[config.mk]
export PLATFORM = sky130hd
export DESIGN_NAME = snap_loader
export DESIGN_NICKNAME = d
export VERILOG_FILES = /design/src/verilog/vid_bus_pkg.sv /design/src/verilog/snap_loader.sv
export SDC_FILE = /design/constraint.sdc
export NUM_CORES = 1
export LEC_CHECK = 0
export ABC_AREA = 1
export ABC_CLOCK_PERIOD_IN_PS = 3800
export BUFFER_PORTS_ARGS = -buffer_cell sky130_fd_sc_hd__buf_2
export CAP_MARGIN = 20
export CORE_ASPECT_RATIO = 1.25
export CORE_MARGIN = 2
export CORE_UTILIZATION = 52
export CTS_CLUSTER_SIZE = 25
export DETAILED_ROUTE_END_ITERATION = 7
export PLACE_DENSITY = 0.85
export RECOVER_POWER = 25
export SKIP_CTS_REPAIR_TIMING = 1
export SYNTH_ARGS = -nofsm -noshare
export SYNTH_HDL_FRONTEND = slang
export SYNTH_SLANG_ARGS = --single-unit
[constraint.sdc]
create_clock -name clk -period 3.8 [get_ports clk]
set_clock_uncertainty 0.15 [all_clocks]
set_input_delay 0.76 -clock clk [delete_from_list [all_inputs] [get_ports clk]]
set_output_delay 0.76 -clock clk [all_outputs]
set_load 0.005 [all_outputs]
[src/verilog/vid_bus_pkg.sv]
// CPU bus widths and address map shared by the loader, the graphics chips and the palette
package vid_bus_pkg;

    // CPU side byte address, covers VRAM, palette and config space
    typedef logic [12:0] cpu_addr_t;

    // Bus data is one byte wide
    typedef logic [7:0] byte_t;

    // Palette window in the address map
    // Palette byte i answers at PAL_BASE + i
    localparam cpu_addr_t PAL_BASE = 13'hC00;

    localparam int CFG_REGS = 8;        // Config registers per graphics chip

    // Config tail of the snapshot, one register set per chip
    // Chip 2 comes first in the stream, as on the board
    localparam int SNAP_CFG_BYTES = 16;

endpackage
[src/verilog/snap_loader.sv]
// Streams the video snapshot into both graphics chips and the palette, then hands the bus to the host
module snap_loader #(
    parameter int VRAM_AW = 13,                     // VRAM address bits per chip
    parameter int SNAP_AW = 15                      // Snapshot address bits
) (
    input  logic                  clk,
    input  logic                  rst,
    // Snapshot byte port, one cycle of read latency
    output logic [SNAP_AW-1:0]    snap_addr,
    input  vid_bus_pkg::byte_t    snap_data,
    // Host bus, only honoured once done is up
    input  vid_bus_pkg::cpu_addr_t host_addr,
    input  vid_bus_pkg::byte_t    host_wdata,
    input  logic                  host_we,
    input  logic                  host_rd,
    input  logic                  host_gfx1_vram_cs,
    input  logic                  host_gfx2_vram_cs,
    input  logic                  host_gfx1_cfg_cs,
    input  logic                  host_gfx2_cfg_cs,
    input  logic                  host_pal_cs,
    output vid_bus_pkg::byte_t    host_rdata,
    // Internal bus towards the targets
    output vid_bus_pkg::cpu_addr_t bus_addr,
    output vid_bus_pkg::byte_t    bus_wdata,
    output logic                  bus_we,
    output logic                  gfx1_vram_cs,
    output logic                  gfx2_vram_cs,
    output logic                  gfx1_cfg_cs,
    output logic                  gfx2_cfg_cs,
    output logic                  pal_cs,
    // Read data back from the targets
    input  vid_bus_pkg::byte_t    gfx1_rdata,
    input  vid_bus_pkg::byte_t    gfx2_rdata,
    input  vid_bus_pkg::byte_t    pal_rdata,
    output logic                  done
);

    localparam int VRAM_LEN = 2 ** VRAM_AW;
    localparam int PAL_LEN  = 256;
    localparam int SNAP_LEN = 2 * VRAM_LEN + PAL_LEN + vid_bus_pkg::SNAP_CFG_BYTES;

    // Region offset must reach the palette size even with tiny VRAMs
    localparam int OFF_W = (VRAM_AW > 8) ? VRAM_AW : 8;

    localparam logic [SNAP_AW-1:0] SNAP_LAST = SNAP_AW'(SNAP_LEN - 1);
    localparam logic [OFF_W-1:0]   VRAM_LAST = OFF_W'(VRAM_LEN - 1);
    localparam logic [OFF_W-1:0]   PAL_LAST  = OFF_W'(PAL_LEN - 1);
    localparam logic [OFF_W-1:0]   CFG_LAST  = OFF_W'(vid_bus_pkg::SNAP_CFG_BYTES - 1);
    localparam logic [OFF_W-1:0]   CFG_SPLIT = OFF_W'(vid_bus_pkg::CFG_REGS);

    // Region of the byte on the write stage
    typedef enum logic [2:0] {
        LOAD_GFX1,
        LOAD_GFX2,
        LOAD_PAL,
        LOAD_CFG,
        RUN
    } load_state_t;

    load_state_t state;

    logic                   fetching;   // Snapshot addresses still being issued
    logic                   fetch_vld;  // snap_data holds a byte this cycle
    logic [OFF_W-1:0]       off;        // Byte offset inside the current region
    logic                   off_last;   // Last byte of the current region

    // Next bus cycle, registered below
    vid_bus_pkg::cpu_addr_t nxt_addr;
    vid_bus_pkg::byte_t     nxt_wdata;
    logic                   nxt_we;
    logic                   nxt_gfx1_vram_cs;
    logic                   nxt_gfx2_vram_cs;
    logic                   nxt_gfx1_cfg_cs;
    logic                   nxt_gfx2_cfg_cs;
    logic                   nxt_pal_cs;
    logic                   host_acc;   // Host asks for a read or a write

    // Target read on the bus last cycle, its data is out now
    logic                   rd_gfx1;
    logic                   rd_gfx2;
    logic                   rd_pal;

    assign host_acc = host_we | host_rd;

    always_comb begin
        nxt_addr         = '0;
        nxt_wdata        = snap_data;
        nxt_we           = 1'b0;
        nxt_gfx1_vram_cs = 1'b0;
        nxt_gfx2_vram_cs = 1'b0;
        nxt_gfx1_cfg_cs  = 1'b0;
        nxt_gfx2_cfg_cs  = 1'b0;
        nxt_pal_cs       = 1'b0;
        off_last         = 1'b0;
        case (state)
            LOAD_GFX1: begin
                nxt_we           = fetch_vld;
                nxt_gfx1_vram_cs = fetch_vld;
                nxt_addr         = vid_bus_pkg::cpu_addr_t'(off[VRAM_AW-1:0]);
                off_last         = off == VRAM_LAST;
            end
            LOAD_GFX2: begin
                nxt_we           = fetch_vld;
                nxt_gfx2_vram_cs = fetch_vld;
                nxt_addr         = vid_bus_pkg::cpu_addr_t'(off[VRAM_AW-1:0]);
                off_last         = off == VRAM_LAST;
            end
            LOAD_PAL: begin
                nxt_we     = fetch_vld;
                nxt_pal_cs = fetch_vld;
                nxt_addr   = vid_bus_pkg::PAL_BASE + vid_bus_pkg::cpu_addr_t'(off[7:0]);
                off_last   = off == PAL_LAST;
            end
            LOAD_CFG: begin
                // First set in the stream belongs to chip 2
                nxt_we          = fetch_vld;
                nxt_gfx1_cfg_cs = fetch_vld & (off >= CFG_SPLIT);
                nxt_gfx2_cfg_cs = fetch_vld & (off < CFG_SPLIT);
                nxt_addr        = vid_bus_pkg::cpu_addr_t'(off[2:0]);
                off_last        = off == CFG_LAST;
            end
            default: begin
                if (done) begin             // Host pass-through
                    nxt_addr         = host_addr;
                    nxt_wdata        = host_wdata;
                    nxt_we           = host_we;
                    nxt_gfx1_vram_cs = host_gfx1_vram_cs & host_acc;
                    nxt_gfx2_vram_cs = host_gfx2_vram_cs & host_acc;
                    nxt_gfx1_cfg_cs  = host_gfx1_cfg_cs & host_acc;
                    nxt_gfx2_cfg_cs  = host_gfx2_cfg_cs & host_acc;
                    nxt_pal_cs       = host_pal_cs & host_acc;
                end
            end
        endcase
    end

    // Snapshot prefetch, one address per cycle until the end of the image
    always_ff @(posedge clk) begin
        if (rst) begin
            snap_addr <= '0;
            fetching  <= 1'b1;
            fetch_vld <= 1'b0;
        end else begin
            fetch_vld <= fetching;          // Memory answers one cycle later
            if (fetching) begin
                snap_addr <= snap_addr + 1'b1;
                if (snap_addr == SNAP_LAST) begin
                    fetching <= 1'b0;
                end
            end
        end
    end

    // Region sequencer and bus control
    always_ff @(posedge clk) begin
        if (rst) begin
            state        <= LOAD_GFX1;
            off          <= '0;
            done         <= 1'b0;
            bus_we       <= 1'b0;
            gfx1_vram_cs <= 1'b0;
            gfx2_vram_cs <= 1'b0;
            gfx1_cfg_cs  <= 1'b0;
            gfx2_cfg_cs  <= 1'b0;
            pal_cs       <= 1'b0;
            rd_gfx1      <= 1'b0;
            rd_gfx2      <= 1'b0;
            rd_pal       <= 1'b0;
        end else begin
            if (state != RUN && fetch_vld) begin
                if (off_last) begin
                    off <= '0;
                    case (state)
                        LOAD_GFX1: state <= LOAD_GFX2;
                        LOAD_GFX2: state <= LOAD_PAL;
                        LOAD_PAL:  state <= LOAD_CFG;
                        default:   state <= RUN;
                    endcase
                end else begin
                    off <= off + 1'b1;
                end
            end
            if (state == RUN) begin
                done <= 1'b1;               // One cycle after the last load write
            end
            bus_we       <= nxt_we;
            gfx1_vram_cs <= nxt_gfx1_vram_cs;
            gfx2_vram_cs <= nxt_gfx2_vram_cs;
            gfx1_cfg_cs  <= nxt_gfx1_cfg_cs;
            gfx2_cfg_cs  <= nxt_gfx2_cfg_cs;
            pal_cs       <= nxt_pal_cs;
            // Remember who got a read, its data arrives next cycle
            rd_gfx1 <= (gfx1_vram_cs | gfx1_cfg_cs) & ~bus_we;
            rd_gfx2 <= (gfx2_vram_cs | gfx2_cfg_cs) & ~bus_we;
            rd_pal  <= pal_cs & ~bus_we;
        end
    end

    // Bus payload
    always_ff @(posedge clk) begin
        bus_addr  <= nxt_addr;
        bus_wdata <= nxt_wdata;
    end

    // Read return mux
    always_comb begin
        if (rd_gfx1) begin
            host_rdata = gfx1_rdata;
        end else if (rd_gfx2) begin
            host_rdata = gfx2_rdata;
        end else if (rd_pal) begin
            host_rdata = pal_rdata;
        end else begin
            host_rdata = '0;
        end
    end

endmodule

==> flow_metrics.py <==
metrics = {
    "placed_design": {
        "place_inst": 582,
        "place.port_buffers": 112,
        "dp_hpwl_um": 6100,
        "gp_congestion": 0.847,
        "preCtsSetupSlack_ns": 1.52,
    },
    "timing": {
        "rsz0062_at_grt": "no",
        "final.setup.tns_ns": 0,
        "fmax_ghz": 0.388,
        "worst_slew_pin_slew_ns": 0.720,
        "hold_viol_final": 0,
        "report.final.slew_viol_count": 0,
        "period_share": 0.678,
        "finalSetupViolCount": 0,
        "finalCriticalPeriod_ns": 2.58,
        "layout_setup_ws_ns": 1.22,
        "slew_headroom": 0.520,
    },
    "critical_path": {
        "r2r-start": "state[0]$_SDFFE_PP0P_",
        "crit_path_max_fanout": 9,
        "crit_chain": "nor2_1, a22oi_1, o21ai_0, buf_2",
        "critical_path_class": "register to output pin",
        "startpoint": "rd_gfx2$_SDFF_PP0_",
        "arrival_ns": 1.67,
        "r2r_end": "off[9]$_SDFFE_PP0P_",
        "r2r_cells": 7,
        "path_buf_inv": 1,
        "setup.worst_path.end_class": "output pin",
        "rrSetupSlack_ns": 1.84,
        "slowest_delay_ns": 0.43,
        "cp_num_cells": 4,
        "cp-start-kind": "register",
        "crit_family": "simple AND/OR/NAND/NOR gates",
        "crit_end": "host_rdata[6]",
        "critPathSlowestCell": "nor2_1",
        "cp.required_ns": 2.89,
    },
    "global_route": {
        "antenna_found_initial": 0,
        "grt_pass1_wl_um": 12100,
        "globalRouteTotalUtil": 0.253,
        "grt_overflow_total": 0,
        "grt_start_max_net_pins": 23,
        "grt_pass1_vias": 2721,
    },
    "clock_network": {
        "cts.clk_slew.worst_paths_ns": 0.07,
        "cts_htree_levels": 3,
        "clk_latency_ns": 0.35,
        "cts_tree": "built",
        "cts_root_buf": "clkbuf_8",
        "cts_buffer_depth": 2,
        "clock-sinks": 64,
        "numCtsBuffers": 9,
    },
    "yosys": {
        "ys_ff_latch": 64,
        "yosys.area.top_type": "dfxtp_1",
        "yosys_warnings": 0,
        "yosysMostFrequentCell": "nand2_1",
        "netlist_area_um2": 2910,
        "synthCells": 416,
        "synth_top_area_share": 0.440,
        "synth_seq_area_share": 0.440,
        "async_flop_share": 0,
        "synth_edf_count": 0,
        "syn_avg_cell_area_um2": 7.00,
        "ys_top_cells_by_count": "nand2_1, dfxtp_1, nor2_1",
        "synth_cell_types": 27,
        "synth.area.top_cells": "dfxtp_1, nand2_1, nor2_1",
        "synth_nets": 481,
        "ys.flop_type": "dfxtp_1",
    },
    "floorplan": {
        "io_pins": 113,
        "dieArea_um2": 6220,
        "die_w_um": 71.0,
        "fp.dieH_um": 87.7,
        "start_util": 0.539,
        "rows": 30,
        "coreArea_um2": 5410,
    },
    "run_status": {
        "run_status": "complete, no violations",
    },
    "layout": {
        "multi_input_area_um2": 1380,
        "final_layout_size_suffix_gt1_frac": 0.251,
        "area_growth_pct": 26.6,
        "nNetsFinal": 594,
        "n_antenna_cell": 0,
        "final_cells": 598,
        "fill_cells": 467,
        "regArea_um2": 1280,
    },
    "hold_path": {
        "hp-class": "register to register",
    },
    "routing": {
        "drc": 0,
        "dr.pass1.iters": 4,
        "wl_per_cell_um": 12.7,
        "antenna_left": 0,
        "drt-total-wl_um": 7610,
        "drt_iter0_drc": 138,
        "vias": 2983,
        "avgViaCountPerCell": 4.99,
    },
    "power_and_ir_drop": {
        "p_leak_nw": 1.73,
        "irDropWorstVdd_uv": 383,
        "power_density_nw_per_um2": 387,
        "finalPower_mw": 1.43,
    },
    "run": {
        "maxCapViolCount": 0,
    },
}
-- cells in the final DEF, fill, tap and decap left out, drive strengths merged, types with 3 or more instances in the layout --
| cell | count |
|---|---|
| nor2 | 56 |
| nor3 | 11 |
| dfxtp | 64 |
| nand2 | 125 |
| nand4 | 6 |
| o21ai | 33 |
| nand3 | 19 |
| a21oi | 23 |
| inv | 49 |
| buf | 106 |
| clkbuf | 15 |
| ha | 3 |
| a22oi | 8 |
| xor2 | 3 |
-- how the worst min path moves through the flow --
stage / from / to / slack [ns] / depth (start not counted)
after floorplan: pal_cs$_SDFF_PP0_ / rd_pal$_SDFF_PP0_ / 0.27 / 2
after global placement: pal_cs$_SDFF_PP0_ / rd_pal$_SDFF_PP0_ / 0.27 / 2
after detailed placement: pal_cs$_SDFF_PP0_ / rd_pal$_SDFF_PP0_ / 0.27 / 2
after CTS: pal_cs$_SDFF_PP0_ / rd_pal$_SDFF_PP0_ / 0.28 / 2
after global routing: pal_cs$_SDFF_PP0_ / rd_pal$_SDFF_PP0_ / 0.31 / 2
final: pal_cs$_SDFF_PP0_ / rd_pal$_SDFF_PP0_ / 0.28 / 2
-- worst min-delay path: stages (launching register included) --
cell	delay, ns
dfxtp_1	0.31
inv_1	0.05
nor2_1	0.03
-- logic make-up (layout without fill, tap and decap cells) --
family                   count (synthesis)  in the layout  share of synthesized area
flip-flops                              64             64                      0.440
AO/OA/AOI/OAI                           68             68                      0.131
AND/OR/NAND/NOR                        222            222                      0.327
XOR/XNOR                                 3              3                    0.00902
adder cells (fa/ha/maj)                  3              3                     0.0129
buffers and inverters                   56            174                     0.0807
-- report_power, final --
group | internal (mW) | leakage (nW) | switching, mW
Combinational | 0.0409 | 1.10 | 0.0404
Sequential | 0.683 | 0.521 | 0.0104
Clock | 0.377 | 0.111 | 0.276
Total | 1.10 | 1.73 | 0.327
-- area by class of cell --
cell class | count | area share
well taps | 64 | 0.0217
repair buffers | 112 | 0.150
flip-flops and latches | 64 | 0.347
inverters | 46 | 0.0468
clock inverters | 7 | 0.0278
multi-input cells | 296 | 0.373
clock buffers | 9 | 0.0336
-- through the flow --
stage	hold slack, ns	instance area, um^2	utilization
2_1_floorplan	0.275	2910	-
3_3_place_gp	0.272	3490	0.646
3_5_place_dp	0.270	3490	0.646
4_1_cts	0.280	3720	0.688
5_1_grt	0.311	3690	0.683
6_report	0.277	3690	0.683
-- routing by layer --
layer,GRT usage,up-vias,routed length (um)
met4,0.0772,0,72
met2,0.479,106,4050
li1,-,1563,-
met1,0.263,1309,2900
met5,0,-,0
met3,0.0840,5,582
-- state kept, by name (all words and copies together), names as in the netlist, 3 cells and up --
signal     flops
snap_addr     15
bus_addr      13
off           13
bus_wdata      8
state          3
(Power assumes the default switching activity.)
